===== src/verilog/mac_pkg.sv =====
// shared constants, register map and types of the rgmii mac logic
// modules refer to these by scoped name, the package is never imported
`default_nettype none

package mac_pkg;

    // -------------------------------------------------------------------------
    // frame bytes and crc
    // -------------------------------------------------------------------------
    localparam logic [7:0]  preamble_byte = 8'h55;
    localparam logic [7:0]  sfd_byte      = 8'hD5;
    localparam int          preamble_len  = 7;             // bytes before the sfd
    localparam logic [31:0] crc_init      = 32'hFFFF_FFFF;
    localparam logic [31:0] crc_residue   = 32'hC704_DD7B; // good frame incl. fcs
    localparam int          fcs_len       = 4;

    // pipeline depths, input byte to output byte
    localparam int rx_latency = 2;
    localparam int tx_latency = 9;

    // -------------------------------------------------------------------------
    // axi4-lite register map, byte addresses
    // -------------------------------------------------------------------------
    localparam logic [3:0] reg_status_addr = 4'h0;
    localparam logic [3:0] reg_good_addr   = 4'h4;
    localparam logic [3:0] reg_bad_addr    = 4'h8;
    localparam logic [3:0] reg_ctrl_addr   = 4'hC;

    // in-band phy status, sent by the phy during the interframe gap
    typedef struct packed {
        logic [3:0] reserved;
        logic       full_duplex;
        logic [1:0] speed;        // 0 = 10M  1 = 100M  2 = 1G
        logic       link_up;
    } inband_status_t;

    // one rx byte, frame data or gap status
    typedef union packed {
        logic [7:0]     data;
        inband_status_t status;
    } rx_byte_u;

    typedef enum logic [1:0] {
        resp_okay   = 2'b00,
        resp_slverr = 2'b10
    } axi_resp_t;

endpackage

`default_nettype wire


===== src/verilog/mac_rx_stream_if.sv =====
// receive frame stream between the rx path and its consumers
// one byte per cycle while valid, verdict only in the eof cycle
`timescale 1ns/1ns
`default_nettype none

interface mac_rx_stream_if;

    logic [7:0] data;
    logic       valid;
    logic       sof;      // first byte after the sfd
    logic       eof;      // last fcs byte
    logic       fr_good;
    logic       fr_err;

    // rx path side
    modport producer (
        output data, valid, sof, eof, fr_good, fr_err
    );

    // observers, no back-pressure
    modport monitor (
        input data, valid, sof, eof, fr_good, fr_err
    );

endinterface

`default_nettype wire


===== src/verilog/mac_crc32.sv =====
// ethernet crc-32 register, one byte per enabled cycle
// shared by the rx fcs check and the tx fcs generator
`timescale 1ns/1ns
`default_nettype none

module mac_crc32 (
    input  logic        mac_rx_clk,
    input  logic        arst_n_i,
    input  logic        clear_i,    // load init value, wins over enable
    input  logic        enable_i,
    input  logic [7:0]  data_i,
    output logic [31:0] crc_o
);

    logic [31:0] crc_next;

    // data bits enter lsb first as on the wire
    // register kept msb first, so the fcs is its inverted bit reverse
    always_comb begin
        crc_next = crc_o;
        for (int i = 0; i < 8; i++) begin
            if (crc_next[31] ^ data_i[i]) begin
                crc_next = {crc_next[30:0], 1'b0} ^ 32'h04C1_1DB7;  // 802.3 poly
            end else begin
                crc_next = {crc_next[30:0], 1'b0};
            end
        end
    end

    always_ff @(posedge mac_rx_clk or negedge arst_n_i) begin
        if (!arst_n_i) begin
            crc_o <= mac_pkg::crc_init;
        end else if (clear_i) begin
            crc_o <= mac_pkg::crc_init;
        end else if (enable_i) begin
            crc_o <= crc_next;
        end
    end

endmodule

`default_nettype wire


===== src/verilog/mac_rx_path.sv =====
// receive side: strips preamble and sfd, checks the fcs by crc residue,
// marks the frame and keeps the in-band phy status seen in the gap
`timescale 1ns/1ns
`default_nettype none

module mac_rx_path (
    input  logic                    mac_rx_clk,
    input  logic                    arst_n_i,
    input  logic [7:0]              rx_d_i,
    input  logic                    rx_dv_i,
    input  logic                    rx_er_i,
    mac_rx_stream_if.producer       strm,
    output mac_pkg::inband_status_t status_o
);

    typedef enum logic [1:0] {
        st_idle,    // gap, waiting for preamble
        st_pre,     // preamble seen, waiting for sfd
        st_frame
    } rx_state_t;

    mac_pkg::rx_byte_u in_byte;
    logic [7:0]        d_pipe [mac_pkg::rx_latency];
    logic              dv0;
    logic              er0;
    rx_state_t         state;
    logic              first_q;     // next frame byte carries sof
    logic              err_seen;
    logic              sfd_hit;
    logic              in_frame;
    logic              v1;
    logic              sof1;
    logic              eof1;
    logic              crc_ok;
    logic [31:0]       crc;

    assign in_byte.data = rx_d_i;

    // stage 0 drives the fsm and crc
    assign sfd_hit  = (state == st_pre) && dv0 && (d_pipe[0] == mac_pkg::sfd_byte);
    assign in_frame = (state == st_frame) && dv0;

    always_ff @(posedge mac_rx_clk) begin
        d_pipe[0] <= in_byte.data;
        for (int i = 1; i < mac_pkg::rx_latency; i++) begin
            d_pipe[i] <= d_pipe[i - 1];
        end
    end

    always_ff @(posedge mac_rx_clk or negedge arst_n_i) begin
        if (!arst_n_i) begin
            dv0      <= 1'b0;
            er0      <= 1'b0;
            state    <= st_idle;
            first_q  <= 1'b0;
            err_seen <= 1'b0;
            v1       <= 1'b0;
            sof1     <= 1'b0;
            eof1     <= 1'b0;
            status_o <= '0;
        end else begin
            dv0 <= rx_dv_i;
            er0 <= rx_er_i;
            case (state)
                st_idle: begin
                    if (dv0 && d_pipe[0] == mac_pkg::preamble_byte) state <= st_pre;
                end
                st_pre: begin
                    if (sfd_hit) begin
                        state <= st_frame;
                    end else if (!dv0 || d_pipe[0] != mac_pkg::preamble_byte) begin
                        state <= st_idle;  // broken preamble
                    end
                end
                default: begin
                    if (!dv0) state <= st_idle;
                end
            endcase

            if (sfd_hit) begin
                first_q  <= 1'b1;
                err_seen <= 1'b0;
            end else if (in_frame) begin
                first_q  <= 1'b0;
                err_seen <= err_seen | er0;
            end

            // stage 1, eof when dv drops behind the byte
            v1   <= in_frame;
            sof1 <= in_frame & first_q;
            eof1 <= in_frame & ~rx_dv_i;

            // gap byte read as phy status
            if (!rx_dv_i && !rx_er_i) status_o <= in_byte.status;
        end
    end

    mac_crc32 u_crc (
        .mac_rx_clk (mac_rx_clk),
        .arst_n_i   (arst_n_i),
        .clear_i    (sfd_hit),
        .enable_i   (in_frame),
        .data_i     (d_pipe[0]),
        .crc_o      (crc)
    );

    assign crc_ok = (crc == mac_pkg::crc_residue) && !err_seen;

    assign strm.data    = d_pipe[mac_pkg::rx_latency - 1];
    assign strm.valid   = v1;
    assign strm.sof     = sof1;
    assign strm.eof     = eof1;
    assign strm.fr_good = eof1 & crc_ok;
    assign strm.fr_err  = eof1 & ~crc_ok;

endmodule

`default_nettype wire


===== src/verilog/mac_status_regs.sv =====
// axi4-lite slave with the phy status and good / bad frame counters
// writing 1 to ctrl bit 0 clears both counters
`timescale 1ns/1ns
`default_nettype none

module mac_status_regs (
    input  logic                    mac_rx_clk,
    input  logic                    arst_n_i,
    mac_rx_stream_if.monitor        mon,
    input  mac_pkg::inband_status_t status_i,
    input  logic [3:0]              s_axi_awaddr_i,
    input  logic                    s_axi_awvalid_i,
    output logic                    s_axi_awready_o,
    input  logic [31:0]             s_axi_wdata_i,
    input  logic                    s_axi_wvalid_i,
    output logic                    s_axi_wready_o,
    output mac_pkg::axi_resp_t      s_axi_bresp_o,
    output logic                    s_axi_bvalid_o,
    input  logic                    s_axi_bready_i,
    input  logic [3:0]              s_axi_araddr_i,
    input  logic                    s_axi_arvalid_i,
    output logic                    s_axi_arready_o,
    output logic [31:0]             s_axi_rdata_o,
    output mac_pkg::axi_resp_t      s_axi_rresp_o,
    output logic                    s_axi_rvalid_o,
    input  logic                    s_axi_rready_i
);

    logic [15:0]        good_cnt;
    logic [15:0]        bad_cnt;
    logic               wr_acc;
    logic               rd_acc;
    logic               cnt_clr;
    logic [31:0]        rd_data;
    mac_pkg::axi_resp_t rd_resp;
    mac_pkg::axi_resp_t wr_resp;

    // -------------------------------------------------------------------------
    // handshakes, one outstanding read and one outstanding write
    // -------------------------------------------------------------------------
    assign wr_acc          = s_axi_awvalid_i && s_axi_wvalid_i && !s_axi_bvalid_o;
    assign s_axi_awready_o = wr_acc;
    assign s_axi_wready_o  = wr_acc;
    assign s_axi_arready_o = !s_axi_rvalid_o;
    assign rd_acc          = s_axi_arvalid_i && s_axi_arready_o;
    assign cnt_clr = wr_acc && (s_axi_awaddr_i == mac_pkg::reg_ctrl_addr) && s_axi_wdata_i[0];

    // read mux
    always_comb begin
        rd_data = '0;
        rd_resp = mac_pkg::resp_okay;
        case (s_axi_araddr_i)
            mac_pkg::reg_status_addr: rd_data = {24'h0, status_i};
            mac_pkg::reg_good_addr:   rd_data = {16'h0, good_cnt};
            mac_pkg::reg_bad_addr:    rd_data = {16'h0, bad_cnt};
            mac_pkg::reg_ctrl_addr:   rd_data = '0;  // clear bit reads back 0
            default:                  rd_resp = mac_pkg::resp_slverr;
        endcase
    end

    // writes only act on ctrl, the rest is read-only
    always_comb begin
        case (s_axi_awaddr_i)
            mac_pkg::reg_status_addr,
            mac_pkg::reg_good_addr,
            mac_pkg::reg_bad_addr,
            mac_pkg::reg_ctrl_addr: wr_resp = mac_pkg::resp_okay;
            default:                wr_resp = mac_pkg::resp_slverr;
        endcase
    end

    always_ff @(posedge mac_rx_clk or negedge arst_n_i) begin
        if (!arst_n_i) begin
            s_axi_rvalid_o <= 1'b0;
            s_axi_bvalid_o <= 1'b0;
            good_cnt       <= '0;
            bad_cnt        <= '0;
        end else begin
            if (rd_acc) begin
                s_axi_rvalid_o <= 1'b1;
            end else if (s_axi_rready_i) begin
                s_axi_rvalid_o <= 1'b0;
            end
            if (wr_acc) begin
                s_axi_bvalid_o <= 1'b1;
            end else if (s_axi_bready_i) begin
                s_axi_bvalid_o <= 1'b0;
            end

            // saturating frame counters
            if (cnt_clr) begin
                good_cnt <= '0;
                bad_cnt  <= '0;
            end else begin
                if (mon.eof && mon.fr_good && !(&good_cnt)) good_cnt <= good_cnt + 16'd1;
                if (mon.eof && mon.fr_err && !(&bad_cnt)) bad_cnt <= bad_cnt + 16'd1;
            end
        end
    end

    // response payload, held until the handshake
    always_ff @(posedge mac_rx_clk) begin
        if (rd_acc) begin
            s_axi_rdata_o <= rd_data;
            s_axi_rresp_o <= rd_resp;
        end
        if (wr_acc) s_axi_bresp_o <= wr_resp;
    end

endmodule

`default_nettype wire


===== src/verilog/mac_top.sv =====
// top level of the rgmii mac logic, byte streams on mac_rx_clk
// rx path, tx path and the axi4-lite status block on plain ports
`timescale 1ns/1ns
`default_nettype none

module mac_top (
    input  logic                    mac_rx_clk,
    input  logic                    arst_n_i,
    // receive byte stream from the ddr capture
    input  logic [7:0]              rx_d_i,
    input  logic                    rx_dv_i,
    input  logic                    rx_er_i,
    output logic [7:0]              rx_d_o,
    output logic                    rx_valid_o,
    output logic                    rx_sof_o,
    output logic                    rx_eof_o,
    output logic                    rx_fr_good_o,
    output logic                    rx_fr_err_o,
    output mac_pkg::inband_status_t status_o,
    // transmit stream
    input  logic [7:0]              tx_d_i,
    input  logic                    tx_valid_i,
    input  logic                    tx_sof_i,
    input  logic                    tx_eof_i,
    output logic [7:0]              tx_d_o,
    output logic                    tx_en_o,
    // axi4-lite slave
    input  logic [3:0]              s_axi_awaddr_i,
    input  logic                    s_axi_awvalid_i,
    output logic                    s_axi_awready_o,
    input  logic [31:0]             s_axi_wdata_i,
    input  logic                    s_axi_wvalid_i,
    output logic                    s_axi_wready_o,
    output logic [1:0]              s_axi_bresp_o,
    output logic                    s_axi_bvalid_o,
    input  logic                    s_axi_bready_i,
    input  logic [3:0]              s_axi_araddr_i,
    input  logic                    s_axi_arvalid_i,
    output logic                    s_axi_arready_o,
    output logic [31:0]             s_axi_rdata_o,
    output logic [1:0]              s_axi_rresp_o,
    output logic                    s_axi_rvalid_o,
    input  logic                    s_axi_rready_i
);

    mac_rx_stream_if rx_strm ();

    mac_rx_path u_rx (
        .mac_rx_clk (mac_rx_clk),
        .arst_n_i   (arst_n_i),
        .rx_d_i     (rx_d_i),
        .rx_dv_i    (rx_dv_i),
        .rx_er_i    (rx_er_i),
        .strm       (rx_strm),
        .status_o   (status_o)
    );

    // stream out to the user side
    assign rx_d_o       = rx_strm.data;
    assign rx_valid_o   = rx_strm.valid;
    assign rx_sof_o     = rx_strm.sof;
    assign rx_eof_o     = rx_strm.eof;
    assign rx_fr_good_o = rx_strm.fr_good;
    assign rx_fr_err_o  = rx_strm.fr_err;

    mac_tx_path u_tx (
        .mac_rx_clk (mac_rx_clk),
        .arst_n_i   (arst_n_i),
        .tx_d_i     (tx_d_i),
        .tx_valid_i (tx_valid_i),
        .tx_sof_i   (tx_sof_i),
        .tx_eof_i   (tx_eof_i),
        .tx_d_o     (tx_d_o),
        .tx_en_o    (tx_en_o)
    );

    mac_status_regs u_regs (
        .mac_rx_clk      (mac_rx_clk),
        .arst_n_i        (arst_n_i),
        .mon             (rx_strm),
        .status_i        (status_o),
        .s_axi_awaddr_i  (s_axi_awaddr_i),
        .s_axi_awvalid_i (s_axi_awvalid_i),
        .s_axi_awready_o (s_axi_awready_o),
        .s_axi_wdata_i   (s_axi_wdata_i),
        .s_axi_wvalid_i  (s_axi_wvalid_i),
        .s_axi_wready_o  (s_axi_wready_o),
        .s_axi_bresp_o   (s_axi_bresp_o),
        .s_axi_bvalid_o  (s_axi_bvalid_o),
        .s_axi_bready_i  (s_axi_bready_i),
        .s_axi_araddr_i  (s_axi_araddr_i),
        .s_axi_arvalid_i (s_axi_arvalid_i),
        .s_axi_arready_o (s_axi_arready_o),
        .s_axi_rdata_o   (s_axi_rdata_o),
        .s_axi_rresp_o   (s_axi_rresp_o),
        .s_axi_rvalid_o  (s_axi_rvalid_o),
        .s_axi_rready_i  (s_axi_rready_i)
    );

endmodule

`default_nettype wire


===== src/verilog/mac_tx_path.sv =====
// transmit side: delays the payload, puts preamble and sfd in front
// and appends the fcs, lsb byte first
`timescale 1ns/1ns
`default_nettype none

module mac_tx_path (
    input  logic       mac_rx_clk,
    input  logic       arst_n_i,
    input  logic [7:0] tx_d_i,
    input  logic       tx_valid_i,
    input  logic       tx_sof_i,
    input  logic       tx_eof_i,
    output logic [7:0] tx_d_o,
    output logic       tx_en_o
);

    logic [7:0]                                        dly [mac_pkg::tx_latency];
    logic [mac_pkg::preamble_len:0]                    pre_sr;  // preamble + sfd slots
    logic [mac_pkg::tx_latency+mac_pkg::fcs_len-1:0]   fcs_sr;  // low bit marks fcs slot
    logic [31:0]                                       crc;
    logic [31:0]                                       fcs_next;
    logic [31:0]                                       fcs_q;
    logic                                              fcs_last;

    mac_crc32 u_crc (
        .mac_rx_clk (mac_rx_clk),
        .arst_n_i   (arst_n_i),
        .clear_i    (~tx_valid_i),   // idles at init between frames
        .enable_i   (tx_valid_i),
        .data_i     (tx_d_i),
        .crc_o      (crc)
    );

    // inverted and bit reversed crc
    always_comb begin
        for (int i = 0; i < 32; i++) begin
            fcs_next[i] = ~crc[31 - i];
        end
    end

    assign fcs_last = fcs_sr[mac_pkg::tx_latency + mac_pkg::fcs_len - 1]
                    & ~fcs_sr[mac_pkg::tx_latency + mac_pkg::fcs_len - 2];

    always_ff @(posedge mac_rx_clk) begin
        dly[0] <= tx_valid_i ? tx_d_i : 8'h00;
        for (int i = 1; i < mac_pkg::tx_latency; i++) begin
            dly[i] <= dly[i - 1];
        end
        if (fcs_sr[0]) fcs_q <= fcs_next;  // crc complete one cycle after eof
    end

    always_ff @(posedge mac_rx_clk or negedge arst_n_i) begin
        if (!arst_n_i) begin
            pre_sr  <= '0;
            fcs_sr  <= '0;
            tx_en_o <= 1'b0;
        end else begin
            pre_sr <= tx_sof_i ? '1 : {pre_sr[mac_pkg::preamble_len-1:0], 1'b0};
            fcs_sr <= tx_eof_i ? '1 : {fcs_sr[$high(fcs_sr)-1:0], 1'b0};
            if (tx_sof_i) begin
                tx_en_o <= 1'b1;
            end else if (fcs_last) begin
                tx_en_o <= 1'b0;
            end
        end
    end

    // output byte select, preamble and sfd first
    always_comb begin
        tx_d_o = dly[mac_pkg::tx_latency - 1];
        for (int i = 0; i < mac_pkg::fcs_len; i++) begin
            if (fcs_sr[mac_pkg::tx_latency + i] && !fcs_sr[mac_pkg::tx_latency + i - 1]) begin
                tx_d_o = fcs_q[8*i +: 8];
            end
        end
        if (pre_sr == {1'b1, {mac_pkg::preamble_len{1'b0}}}) begin
            tx_d_o = mac_pkg::sfd_byte;
        end else if (|pre_sr[mac_pkg::preamble_len-1:0]) begin
            tx_d_o = mac_pkg::preamble_byte;
        end
        if (!tx_en_o) tx_d_o = 8'h00;  // quiet bus between frames
    end

endmodule

`default_nettype wire

===== config.mk =====
export PLATFORM = sky130hd
export DESIGN_NAME = mac_top
export DESIGN_NICKNAME = d
export VERILOG_FILES = /design/src/verilog/mac_pkg.sv /design/src/verilog/mac_rx_stream_if.sv /design/src/verilog/mac_crc32.sv /design/src/verilog/mac_rx_path.sv /design/src/verilog/mac_status_regs.sv /design/src/verilog/mac_top.sv /design/src/verilog/mac_tx_path.sv
export SDC_FILE = /design/constraint.sdc
export NUM_CORES = 1
export LEC_CHECK = 0
export BUFFER_PORTS_ARGS = -buffer_cell sky130_fd_sc_hd__buf_2
export CAP_MARGIN = 15
export CORE_MARGIN = 1.5
export CORE_UTILIZATION = 52
export DETAILED_ROUTE_END_ITERATION = 12
export GPL_ROUTABILITY_DRIVEN = 0
export GPL_TIMING_DRIVEN = 0
export MAX_ROUTING_LAYER = met4
export PLACE_DENSITY_LB_ADDON = 0.12
export SLEW_MARGIN = 30
export SYNTH_ARGS = -nofsm -noshare
export SYNTH_HDL_FRONTEND = slang
export SYNTH_SLANG_ARGS = --single-unit

===== constraint.sdc =====
create_clock -name mac_rx_clk -period 2.4 [get_ports mac_rx_clk]
set_clock_uncertainty 0.2 [all_clocks]
set_input_delay 0.48 -clock mac_rx_clk [delete_from_list [all_inputs] [get_ports mac_rx_clk]]
set_output_delay 0.48 -clock mac_rx_clk [all_outputs]
set_load 0.05 [all_outputs]

---- Word level (Yosys, flattened, before mapping) ----
Memory sizes are Yosys's and may differ from the RTL's.
Index checks and enable logic that the tools add are counted.
cells by class
  multiply operators ...................... 0
  div/mod/pow operators ................... 0
  order comparisons ....................... 0
  mux-type cells .......................... 51
  add/subtract/negate cells ............... 2
  shifts and indexed selects .............. 0
  eq/ne operators ......................... 16
  bitwise operators ....................... 73
  reductions and logical operators ........ 47
operators with widths
  kind                                                                      count
  27-bit two-way mux                                                        16
  14-bit NOT                                                                16
  32-bit two-way mux                                                        3
  8-bit two-way mux                                                         9
  16-bit two-way mux                                                        4
  16-bit one-hot mux with 3 select lines                                    1
  1-bit NOT                                                                 35
  16-bit by 1-bit adder with 16-bit output (second input constant)          2
  32-bit == test (second input constant)                                    1
  16-bit AND reduction                                                      2
  1-bit logical AND                                                         19
  4-bit == test (second input constant)                                     4
  8-bit == test (second input constant)                                     2
  1-bit XOR                                                                 16
  13-bit two-way mux                                                        1
  1-bit logical NOT                                                         12
  2-bit two-way mux                                                         6
  2-bit nonzero test                                                        6
  1-bit two-way mux                                                         10
  4-bit by 3-bit == test with 1-bit output (second input constant)          2
  8-bit by 7-bit == test with 1-bit output (second input constant)          1
  4-bit logical NOT                                                         2
  8-bit by 7-bit inequality test with 1-bit output (second input constant)  1
  4-bit OR reduction                                                        2
  12 further kinds                                                          16
word-level totals
  logic and storage cells ................. 216
  input port bits ......................... 68
  flip-flop bits (word level) ............. 205
  memory bits (read-only) ................. 0
  bits in writable memories ............... 88
  memories kept ........................... 2
  latch bits .............................. 0
  output and inout port bits .............. 71
memory list
  name         words  width  read ports  clocked after Yosys merged registers in  write ports  RTL line           source
  u_tx.dly     9      8      9           0                                        9            mac_tx_path.sv:17  logic [7:0] dly [mac_pkg::tx_latency];
  u_rx.d_pipe  2      8      2           0                                        2            mac_rx_path.sv:23  logic [7:0] d_pipe [mac_pkg::rx_latency];

---- Depth between registers and ports, before layout ----
Gate-level depths: netlist (run 1).
An unclocked memory read counts as a cell.
  depth in word-level cells ............... 19
  gate-level depth with buffers ........... 8
  mapped depth without buffers ............ 6

---- Cells and area by module ----
A second synthesis (run 1) with hierarchy kept.
unflattened totals
  cell total of the unflattened synthesis .. 984
  area, all modules ....................... 12380.6 µm²
by module, submodules not included
  module           instances  seq. area each (µm²)  cells an instance  area each (µm²)
  mac_crc32        2          840.8                 170                2252.2
  mac_tx_path      1          2952.8                255                3737.3
  mac_status_regs  1          1391.3                311                2991.6
  mac_rx_path      1          745.7                 78                 1147.4

---- Worst setup path after synthesis (run 1) ----
Ideal clock, no wire load.
  path type ............................... register -> output
  start point ............................. reg u_tx.pre_sr[0] (netlist name)
  end point ............................... out tx_d_o[1]
  data required time ...................... 1.720 ns
  buffers on the path ..................... 0
  data arrival time ....................... 2.610 ns
  slack ................................... -0.890 ns
  cell stages (with the launch flop) ...... 6
  cells stage by stage .................... dfrtp_1 > or4_1 > nor4_1 > nor2b_1 > nand2_1 > a211oi_1
between the ends
  word-level cells in the longest chain between the ends .. 4
  elaborated cells on any way between the ends .. 5
ends and longest elaborated chain
  what                    RTL line           source
  start, declared         mac_tx_path.sv:18  logic [mac_pkg::preamble_len:0] pre_sr;
  start signal, assigned  mac_tx_path.sv:58  pre_sr <= tx_sof_i ? '1 : {pre_sr[mac_pkg::preamble_len-1:0], 1'b0};
  7-bit OR reduction      mac_tx_path.sv:78  end else if (|pre_sr[mac_pkg::preamble_len-1:0]) begin
  8-bit two-way mux       mac_tx_path.sv:78
  8-bit two-way mux (*)   mac_tx_path.sv:76  if (pre_sr == {1'b1, {mac_pkg::preamble_len{1'b0}}}) begin
  8-bit two-way mux (*)   mac_tx_path.sv:81  if (!tx_en_o) tx_d_o = 8'h00;
  end, declared           mac_top.sv:25      output logic [7:0] tx_d_o,
Mark *: on every way between the ends. The rest lies on a longest branch, timed or not.

---- Worst setup path after layout (run 1) ----
  start point ............................. reg u_tx.pre_sr[0] (netlist name)
  end point ............................... out tx_d_o[3]
Same word-level chain as after synthesis.

==> results of run 1 <==
[cell usage in the layout (no fill, tap or decap), types with 7 or more instances in the layout]
master         instances
dfxtp_1               88
xnor2_1               81
buf_2                 74
nand2_1               68
dfrtp_1               67
dfstp_2               64
buf_4                 61
edfxtp_1              50
a21oi_1               40
inv_1                 40
nor2_1                37
clkbuf_16             36
clkbuf_1              29
mux2i_1               27
xor2_1                26
or2_2                 23
dlygate4sd3_1         23
nor3_1                19
buf_6                 18
conb_1                18
nand3_1               17
xnor2_2               15
and2_1                13
or4_4                 12
a21oi_2               12
mux2_2                12
o21ai_0               12
o31ai_1               10
nand4_1               10
o31ai_4                9
or4_1                  8
nor2b_1                8
a22oi_1                8
o211ai_1               8
nand2b_1               7
a2bb2oi_1              7
[registers in the layout (all words and copies together) (netlist names), 2 cells and up]
register / count
u_tx.fcs_q: 32
u_rx.status_o: 8
u_regs.s_axi_rdata_o: 16
u_rx.state: 2
u_regs.good_cnt: 16
u_tx.dly: 72
u_rx.d_pipe: 16
u_tx.u_crc.crc_o: 32
u_tx.pre_sr: 8
u_regs.bad_cnt: 16
u_tx.fcs_sr: 13
u_rx.u_crc.crc_o: 32
[kinds of logic (layout without fill, tap and decap cells)]
logic type,count (synthesis),count (layout),synth area share (%)
compound gates,139,139,7.772
xor+xnor,138,138,11.88
fa+ha+maj,2,2,0.2201
buf+inv,111,312,4.679
flops,275,275,59.58
mux,39,39,3.567
other cells,1,18,0.03299
simple gates,261,261,12.27
[layout make-up]
type                       count  area [sq um]  share of cell area, %
buffer                        65         441.7                  3.003
clock buffer                  41         887.1                  6.032
clock inverter                13         118.9                 0.8082
inverter                      41         157.7                  1.072
multi-input combinational    597          4812                  32.72
sequential                   275          6779                  46.09
tap                          275         344.1                  2.340
timing repair buffer         152          1166                  7.929
[worst max-delay path by stage]
| stage | cells past startpoint | to | start |
|---|---|---|---|
| final | 6 | tx_d_o[3] | u_tx.pre_sr[0] |
| after global routing | 6 | tx_d_o[3] | u_tx.pre_sr[3] |
| after detailed placement | 7 | tx_d_o[6] | u_tx.fcs_sr[10] |
| after floorplan | 5 | tx_d_o[1] | u_tx.pre_sr[0] |
| after CTS | 6 | tx_d_o[1] | u_tx.pre_sr[0] |
| after global placement | 1 | u_tx.pre_sr[3] | arst_n_i |
[stage by stage]
step           setup TNS [ns]  utilization, %  instances  worst slack, ns  cell area, sq um
3_5_place_dp           -19.91           58.25       1346          -0.5194             12360
2_1_floorplan          -1.253               -        983          -0.2585             11530
5_1_grt                -9.947           69.30       1459          -0.7866             14710
4_1_cts                -8.803           67.40       1440          -0.7324             14300
3_3_place_gp          -146.66           58.01       1344           -1.318             12310
6_report               -8.034           69.30       1459          -0.7164             14710
[routing by layer]
metal / track usage (%) / share of wire [%] / wire length, microns / vias to the layer above
li1: - / - / - / 3671
met1: 29.98 / 44 / 11180 / 3716
met2: 37.74 / 49 / 12560 / 207
met3: 3.042 / 4.4 / 1138 / 59
met4: 7.087 / 2.9 / 743 / 0
met5: - / 0 / 0 / -
[power by group through the flow]
stage | clock, W | sequential [W] | combinational (W)
6_report | 0.00457 | 0.00594 | 0.00407
5_1_grt | 0.00487 | 0.00600 | 0.00443
4_1_cts | 0.00466 | 0.00592 | 0.00393
3_5_place_dp | 0 | 0.00598 | 0.00378
3_3_place_gp | 0 | 0.00596 | 0.00372
2_1_floorplan | 0 | 0.00602 | 0.00297
[worst max-delay path, stage by stage, from the launching register on]
cell,delay (ns)
dfrtp_1,0.37
or4_4,0.55
nor4_4,0.18
nor2b_4,0.22
nand2_4,0.10
a211oi_4,0.26
buf_6,0.21
[timing repair]
item	in CTS	in global routing
endpoints found under the hold margin	89	0
cloned	2	0
resized for setup	116	61
buffers inserted	18	23
hold buffers	23	0
pin swaps	44	31
setup endpoints to repair	70	71
==> impl_metrics.json, run 1 <==
{
  "outcome": "finished, violations left",
  "violations": "setup timing",
  "drt_pass1_iterations": 5,
  "maxCapViolations": 0,
  "grt_pass1_vias": 7689,
  "ys_seq_area_share_pct": 59.58,
  "combPwrFrac_pct": 27.9,
  "die_area_sq_um": 22750,
  "drt-initial-drc-count": 457,
  "cts-root-buf": "clkbuf_16",
  "synth_area_sq_um": 11370,
  "rsz0062_at_grt": "true",
  "finalSetupViolations": 26,
  "synth_top_area_share_pct": 16.07,
  "wirelength_mm": 25.62,
  "worst_setup_path_start_kind": "flop",
  "holdPathStages": 2,
  "cts_made_buffers": 29,
  "htree_levels": 1,
  "cts_buffer_depth": 3,
  "path_max_fanout": 3,
  "hold_slack_ns": 0.03715,
  "p_sw_share_pct": 29.86,
  "netlist_instances": 966,
  "synth_cell_types": 59,
  "layout-drive-gt1-share_pct": 35.56,
  "antenna_cells": 0,
  "power.total_w": 0.01458,
  "final_net_count": 1231,
  "grt_pass1_wl_mm": 39.65,
  "seqPwrFrac_pct": 40.7,
  "synth-seq-cells": 275,
  "hold_path_startpoint": "tx_d_i[0]",
  "die_w_microns": 150.8,
  "power.density_nw_per_um2": 991.3,
  "reg2reg_depth": 7,
  "synth.avg_cell_area_sq_um": 11.77,
  "viasPerCell": 5.245,
  "reg2reg_slack_ns": -0.25,
  "num_io_pins": 139,
  "area_delta_synth_final_pct": 29.39,
  "grt_max_degree": 81,
  "synth_area_leaders": "dfrtp_1 (16%), dfxtp_1 (15%), dfstp_2 (15%), edfxtp_1 (13%), xnor2_1 (7.4%)",
  "place.port_buffers": 86,
  "drt.antenna.violating_nets": 0,
  "antenna_found_initial": 0,
  "hold_violations": 0,
  "num_rows": 53,
  "clock_sinks": 275,
  "clk_pin_slew_worst_paths_ns": 0.06,
  "hold_class": "in2reg",
  "peakVddDrop_mv": 1.538,
  "power_frac_clock_pct": 31.3,
  "die_h_microns": 150.8,
  "drv_slew": 0,
  "worst_slack_ns": -0.7164,
  "cts_tree": "done",
  "netlist_top_cells_count": "xnor2_1 (96), dfxtp_1 (88), dfrtp_1 (73)",
  "overflow": 0,
  "synth.most_common_cell": "xnor2_1",
  "min_period_over_period_pct": 129.9,
  "synth.largest_area_cell": "dfrtp_1",
  "r2r_start": "u_rx.u_crc.crc_o[8]",
  "arrival_ns": 2.44,
  "post-route-drc-count": 0,
  "synth-edff-count": 50,
  "fill_cells": 1515,
  "initial_core_util_pct": 53.56,
  "crit_type": "reg2out",
  "holdPathEnd": "u_tx.dly[0][0]",
  "clk_latency_ns": 0.55,
  "synth_flop_cell": "dfxtp_1",
  "worst_pin_slew_ns": 0.8739,
  "end_kind": "output pin",
  "p_sw_w": 0.004353,
  "max_slew_margin_pct": 41.52,
  "fin_crit_ns": 3.116,
  "core_area_sq_um": 21220,
  "synthArstFlopShare_pct": 49.82,
  "ys_warn_count": 0,
  "p_leak_nw": 6.183,
  "track_usage_pct": 23.03,
  "cp.required_ns": 1.72,
  "reg2reg_to": "u_regs.good_cnt[2]",
  "wire_per_inst_microns": 17.56,
  "via_count": 7653,
  "dp_hpwl_mm": 16.38,
  "p_int_w": 0.01023,
  "fmax_ghz": 0.3209
}
Power figures use the tool's default switching activity.
==> run 2: changes to the inputs <==
==> constraint.sdc (replaced) <==
create_clock -name mac_rx_clk -period 2.4 [get_ports mac_rx_clk]
set_clock_uncertainty 0.2 [all_clocks]
set_input_delay 0.48 -clock mac_rx_clk [delete_from_list [all_inputs] [get_ports mac_rx_clk]]
set_output_delay 0.48 -clock mac_rx_clk [all_outputs]
set_load 0.01 [all_outputs]
==> run 2 against run 1 <==
  * The flow still finishes with violations (setup timing)
  * Critical endpoint is now tx_d_o[6]
  * Critical path depth increased by 1
  * Highest routed layer unchanged
  * Die area unchanged
  * Critical path type unchanged
  * Sequential power about the same
  * Core utilization increased by 0.11 points
==> impl_metrics.json, run 2 (synthesis results as in run 1) <==
{
  "die_area_sq_um": 22750,
  "cts_tree": "done",
  "wirelength_mm": 25.40,
  "min_period_over_period_pct": 122.9,
  "r2r_start": "u_rx.u_crc.crc_o[18]",
  "grt_pass1_wl_mm": 40.00,
  "crit_buf_inv": 3,
  "place.port_buffers": 86,
  "num_rows": 53,
  "final_net_count": 1237,
  "layout-drive-gt1-share_pct": 35.32,
  "dp_cells": 1346,
  "drt_pass1_iterations": 5,
  "p_sw_w": 0.004088,
  "crit_chain": "or4_4 -> nor4_4 -> nor2b_4 -> buf_4 -> buf_6 -> a21boi_1 -> buf_2",
  "combPwrFrac_pct": 26.1,
  "cpPeakStageDelay_ns": 0.55,
  "grt_max_degree": 74,
  "cp.required_ns": 1.72,
  "crit_slowest_cell": "or4_4",
  "finalSetupViolations": 26,
  "area_delta_synth_final_pct": 29.59,
  "hold_violations": 0,
  "fin_cells": 1464,
  "crit_type": "reg2out",
  "dp_hpwl_mm": 16.32,
  "drv_slew": 0,
  "reg2reg_slack_ns": -0.38,
  "largest-register": "u_tx.dly",
  "clock_sinks": 275,
  "clk_pin_slew_worst_paths_ns": 0.06,
  "holdPathStages": 2,
  "power.total_w": 0.01465,
  "worst_slack_ns": -0.5504,
  "reg2reg_depth": 9,
  "peakVddDrop_mv": 1.137,
  "outcome": "finished, violations left",
  "drt-initial-drc-count": 342,
  "cts_made_buffers": 28,
  "die_h_microns": 150.8,
  "p_int_w": 0.01056,
  "placed_area_sq_um": 12270,
  "viasPerCell": 5.221,
  "max_slew_margin_pct": 39.74,
  "final_cell_mix": "dfxtp_1 (87), buf_2 (83), xnor2_1 (81)",
  "hold_path_startpoint": "tx_d_i[2]",
  "htree_levels": 1,
  "p_sw_share_pct": 27.91,
  "antenna_found_initial": 0,
  "wire_per_inst_microns": 17.35,
  "reg2reg_to": "u_regs.good_cnt[2]",
  "initial_core_util_pct": 53.56,
  "antenna_cells": 0,
  "rsz0062_at_grt": "true",
  "largest_reg_flops": 72,
  "overflow": 0,
  "core_area_sq_um": 21220,
  "via_count": 7643,
  "grt_pass1_vias": 7543,
  "post-route-drc-count": 0,
  "worst_pin_slew_ns": 0.9005,
  "power_frac_clock_pct": 33.4,
  "final_common_cell": "dfxtp_1",
  "die_w_microns": 150.8,
  "path_max_fanout": 4,
  "worst_setup_path_start_kind": "flop",
  "cts-root-buf": "clkbuf_16",
  "end_kind": "output pin",
  "violations": "setup timing",
  "clk_latency_ns": 0.54,
  "drt.antenna.violating_nets": 0,
  "hold_slack_ns": 0.01914,
  "hold_class": "in2reg",
  "num_io_pins": 139,
  "seqPwrFrac_pct": 40.5,
  "p_leak_nw": 6.223,
  "arrival_ns": 2.27,
  "track_usage_pct": 23.26,
  "holdPathEnd": "u_tx.dly[0][2]",
  "cts_buffer_depth": 3,
  "critPathTopFamily": "simple AND/OR/NAND/NOR gates",
  "power.density_nw_per_um2": 994.6,
  "maxCapViolations": 0,
  "design_area_sq_um": 14730,
  "fmax_ghz": 0.3389,
  "fin_crit_ns": 2.950
}
-- run 2: routing by layer --
layer	wire length, microns	up-vias	share of wire [%]	GRT usage (%)
met1	11100	3680	44	30.46
met3	1287	46	5.1	3.072
li1	-	3696	-	-
met4	647	0	2.5	7.864
met5	0	-	0	-
met2	12370	221	49	37.60
-- run 2: power groups by stage --
stage / sequential [W] / combinational [W] / clock, W
5_1_grt: 0.00601 / 0.00418 / 0.00516
4_1_cts: 0.00592 / 0.00374 / 0.00497
2_1_floorplan: 0.00589 / 0.00288 / 0
3_5_place_dp: 0.00598 / 0.00359 / 0
6_report: 0.00594 / 0.00382 / 0.00489
3_3_place_gp: 0.00596 / 0.00355 / 0
-- run 2: worst max path at each step --
| stage | from | end | slack, ns | depth (start not counted) |
|---|---|---|---|---|
| floorplan | u_tx.pre_sr[0] | tx_d_o[1] | -0.02 | 5 |
| global placement | arst_n_i | u_regs.s_axi_rvalid_o | -1.40 | 1 |
| detailed placement | u_rx.u_crc.crc_o[30] | rx_fr_err_o | -0.49 | 6 |
| CTS | u_tx.pre_sr[0] | tx_d_o[5] | -0.58 | 6 |
| global route | u_tx.pre_sr[0] | tx_d_o[5] | -0.67 | 6 |
| finish | u_tx.pre_sr[0] | tx_d_o[6] | -0.55 | 7 |
-- run 2: repair_timing --
item,in CTS,in global routing
setup endpoints to repair,74,67
hold buffers,21,0
hold endpoints to repair,62,0
setup buffers,23,23
resized for setup,117,53
gates cloned,4,0
pin swaps,49,23
-- run 2: layout make-up --
| class | count | area (sq um) |
|---|---|---|
| repair buffers | 157 | 1134 |
| inverters | 41 | 158.9 |
| clock inverters | 13 | 197.7 |
| plain buffers | 67 | 460.4 |
| clock buffers | 39 | 877.1 |
| well taps | 275 | 344.1 |
| multi-input cells | 597 | 4777 |
| fillers | 1543 | 6491 |
| flip-flops and latches | 275 | 6780 |
-- run 2: through the flow --
stage	setup WS (ns)	TNS [ns]	utilization, %
3_3_place_gp	-1.396	-156.64	57.59
6_report	-0.5504	-9.199	69.41
3_5_place_dp	-0.4925	-18.90	57.84
5_1_grt	-0.6709	-11.92	69.41
2_1_floorplan	-0.01986	-0.07078	-
4_1_cts	-0.5771	-8.444	67.48
==> run 3: changes to the inputs <==
--- a/config.mk
+++ b/config.mk
@@ -8,7 +8,7 @@
 export BUFFER_PORTS_ARGS = -buffer_cell sky130_fd_sc_hd__buf_2
 export CAP_MARGIN = 15
 export CORE_MARGIN = 1.5
-export CORE_UTILIZATION = 52
+export CORE_UTILIZATION = 59
 export DETAILED_ROUTE_END_ITERATION = 12
 export GPL_ROUTABILITY_DRIVEN = 0
 export GPL_TIMING_DRIVEN = 0
@@ -17,4 +17,5 @@
 export SLEW_MARGIN = 30
 export SYNTH_ARGS = -nofsm -noshare
 export SYNTH_HDL_FRONTEND = slang
+export SYNTH_HIERARCHICAL = 1
 export SYNTH_SLANG_ARGS = --single-unit
==> constraint.sdc (replaced) <==
create_clock -name mac_rx_clk -period 2.8 [get_ports mac_rx_clk]
set_clock_uncertainty 0.2 [all_clocks]
set_input_delay 0.56 -clock mac_rx_clk [delete_from_list [all_inputs] [get_ports mac_rx_clk]]
set_output_delay 0.56 -clock mac_rx_clk [all_outputs]
set_load 0.01 [all_outputs]
==> run 3 against run 2 <==
  * Power fell by 22%
  * Non-clock buffer count decreased by 39
  * Largest cell class unchanged
  * Combinational power is 30% lower
  * Synthesized cell count rose by 1.9%
  * Synthesized area grew 8.9%
  * Global-route usage grew 2.0 points
  * Wire length rose by 3.0%
  * The run still ends with setup timing left
  * Largest power group unchanged
  * Via count rose by 4.4%
  * Final cell count fell by 1.6%
  * Register-to-register slack better by 0.23 ns
==> impl_metrics.json, run 3 <==
{
  "layout-drive-gt1-share_pct": 31.97,
  "r2r_start": "u_rx/u_crc/crc_o[26]",
  "drt.antenna.violating_nets": 0,
  "grt_max_degree": 78,
  "track_usage_pct": 25.23,
  "final_net_count": 1218,
  "core_area_sq_um": 20430,
  "hold_slack_ns": 0.07809,
  "end_kind": "output pin",
  "cts_tree": "done",
  "drt-initial-drc-count": 532,
  "via_count": 7977,
  "final_cell_mix": "buf_2 (88), dfxtp_1 (88), dfrtp_1 (71)",
  "fmax_ghz": 0.3182,
  "crit_buf_inv": 1,
  "post-route-drc-count": 0,
  "largest-register": "u_tx/dly",
  "area_delta_synth_final_pct": 18.49,
  "power_frac_clock_pct": 32.8,
  "num_rows": 52,
  "netlist_top_cells_count": "dfxtp_1 (88), dfrtp_1 (73), a21oi_1 (67)",
  "fin_cells": 1440,
  "reg2reg_to": "u_regs/good_cnt[11]",
  "synth.most_common_cell": "dfxtp_1",
  "ys_seq_area_share_pct": 54.69,
  "dp_hpwl_mm": 17.84,
  "worst_pin_slew_ns": 0.8044,
  "hold_class": "in2reg",
  "holdPathEnd": "u_tx/dly[0][6]",
  "largest_reg_flops": 72,
  "reg2reg_depth": 8,
  "drt_pass1_iterations": 5,
  "viasPerCell": 5.540,
  "finalSetupViolations": 17,
  "multi_input_area_sq_um": 5299,
  "seqCellArea_sq_um": 6774,
  "synth-seq-cells": 275,
  "combPwrFrac_pct": 23.2,
  "grt_pass1_vias": 8023,
  "place.port_buffers": 87,
  "netlist_instances": 984,
  "outcome": "finished, violations left",
  "grt_pass1_wl_mm": 42.30,
  "crit_chain": "or4_4 -> nor4_4 -> nand2b_4 -> a221oi_2 -> o22ai_2 -> buf_2",
  "wire_per_inst_microns": 18.17,
  "clk_latency_ns": 0.54,
  "die_w_microns": 147.9,
  "worst_setup_path_start_kind": "flop",
  "fill_cells": 1431,
  "fin_crit_ns": 3.142,
  "overflow": 0,
  "max_slew_margin_pct": 46.13,
  "synth-edff-count": 50,
  "clock_sinks": 275,
  "finalSetupTns_ns": -3.016,
  "seqPwrFrac_pct": 44.0,
  "cts-root-buf": "clkbuf_16",
  "min_period_over_period_pct": 112.2,
  "htree_levels": 1,
  "arrival_ns": 2.38,
  "synth_top_area_share_pct": 14.75,
  "synth_flop_cell": "dfxtp_1",
  "synth.avg_cell_area_sq_um": 12.58,
  "peakVddDrop_mv": 0.5812,
  "holdPathStages": 2,
  "drv_slew": 0,
  "critPathTopFamily": "simple AND/OR/NAND/NOR gates",
  "synth_area_leaders": "dfrtp_1 (15%), dfxtp_1 (14%), dfstp_2 (14%), edfxtp_1 (12%), xnor3_1 (5.8%)",
  "initial_core_util_pct": 60.60,
  "die_area_sq_um": 21860,
  "hold_path_startpoint": "tx_d_i[6]",
  "power.density_nw_per_um2": 781.6,
  "synth_area_sq_um": 12380,
  "p_int_w": 0.008296,
  "p_sw_share_pct": 27.65,
  "num_io_pins": 139,
  "path_max_fanout": 4,
  "clk_pin_slew_worst_paths_ns": 0.06,
  "antenna_found_initial": 0,
  "cpPeakStageDelay_ns": 0.55,
  "crit_slowest_cell": "or4_4",
  "cts_buffer_depth": 3,
  "cp.required_ns": 2.04,
  "hold_violations": 0,
  "wirelength_mm": 26.17,
  "synth_cell_types": 83,
  "reg2reg_slack_ns": -0.15,
  "crit_type": "reg2out",
  "ys_warn_count": 6,
  "maxCapViolations": 0,
  "utilization_pct": 71.81,
  "cts_made_buffers": 28,
  "power.total_w": 0.01147,
  "rsz0062_at_grt": "true",
  "antenna_cells": 0,
  "die_h_microns": 147.9,
  "p_sw_w": 0.003170,
  "synthArstFlopShare_pct": 49.82,
  "dp_cells": 1359,
  "p_leak_nw": 6.594,
  "worst_slack_ns": -0.3422,
  "synth.largest_area_cell": "dfrtp_1",
  "violations": "setup timing"
}
run 3: cell count changes after synthesis, sizes merged, moves of 8 or more:
cell / delta
a211o: +35
o211ai: -8
xnor2: -31
mux2i: -12
nor2: +17
a211oi: -10
a21oi: +15
xor2: -10
or3: +8
xnor3: +25
nand2: -50
nor3: -13
o21ai: +12
nor2b: +21
run 3: cell families after synthesis:
group	Yosys count	synth area share, %
xor+xnor	127	15.53
other cells	1	0.03029
flops	275	54.69
buf+inv	110	4.376
compound gates	187	9.995
fa+ha+maj	2	0.2021
mux	33	2.850
simple gates	249	12.32
run 3: metal layers:
layer / wire length, microns / vias to the layer above / track usage [%]
li1: - / 3783 / -
met1: 11590 / 3868 / 33.55
met2: 12590 / 272 / 41.03
met3: 1266 / 54 / 2.994
met4: 720 / 0 / 7.673
met5: 0 / - / -
run 3: timing repair:
action	in CTS	in global routing
cloned	1	0
gates resized for setup	17	26
pin swaps	18	10
hold buffers	14	0
buffers inserted	13	3
hold endpoints to repair	63	0
endpoints found under the setup margin	20	20
run 3: power groups by stage:
stage | sequential (W) | clock, W | combinational (W)
3_5_place_dp | 0.00510 | 0 | 0.00259
6_report | 0.00504 | 0.00377 | 0.00266
3_3_place_gp | 0.00508 | 0 | 0.00253
5_1_grt | 0.00509 | 0.00400 | 0.00287
2_1_floorplan | 0.00497 | 0 | 0.00208
4_1_cts | 0.00503 | 0.00384 | 0.00263
run 3: cell type report:
| type | count | area share [%] |
|---|---|---|
| buffer | 67 | 2.644 |
| clock buffer | 34 | 5.348 |
| clock inverter | 18 | 1.194 |
| inverter | 42 | 1.075 |
| multi-input combinational | 616 | 36.12 |
| sequential | 275 | 46.17 |
| tap | 270 | 2.303 |
| timing repair buffer | 118 | 5.143 |
run 3: stage by stage:
step | instance area, sq um | setup slack, ns
after floorplan | 12460 | -0.1051
after global placement | 13230 | -1.003
after detailed placement | 13270 | -0.4315
after CTS | 14560 | -0.3626
after global routing | 14670 | -0.4615
final | 14670 | -0.3422
run 3: worst max path at each step:
stage / start / endpoint / slack, ns / depth (start not counted)
2_1_floorplan: u_rx/u_crc/crc_o[30] / u_regs/good_cnt[9] / -0.11 / 8
3_3_place_gp: arst_n_i / u_tx/pre_sr[0] / -1.00 / 1
3_5_place_dp: u_rx/u_crc/crc_o[17] / u_regs/good_cnt[11] / -0.43 / 8
4_1_cts: u_tx/pre_sr[2] / tx_d_o[2] / -0.36 / 6
5_1_grt: u_tx/pre_sr[2] / tx_d_o[6] / -0.46 / 6
6_report: u_tx/pre_sr[2] / tx_d_o[6] / -0.34 / 6
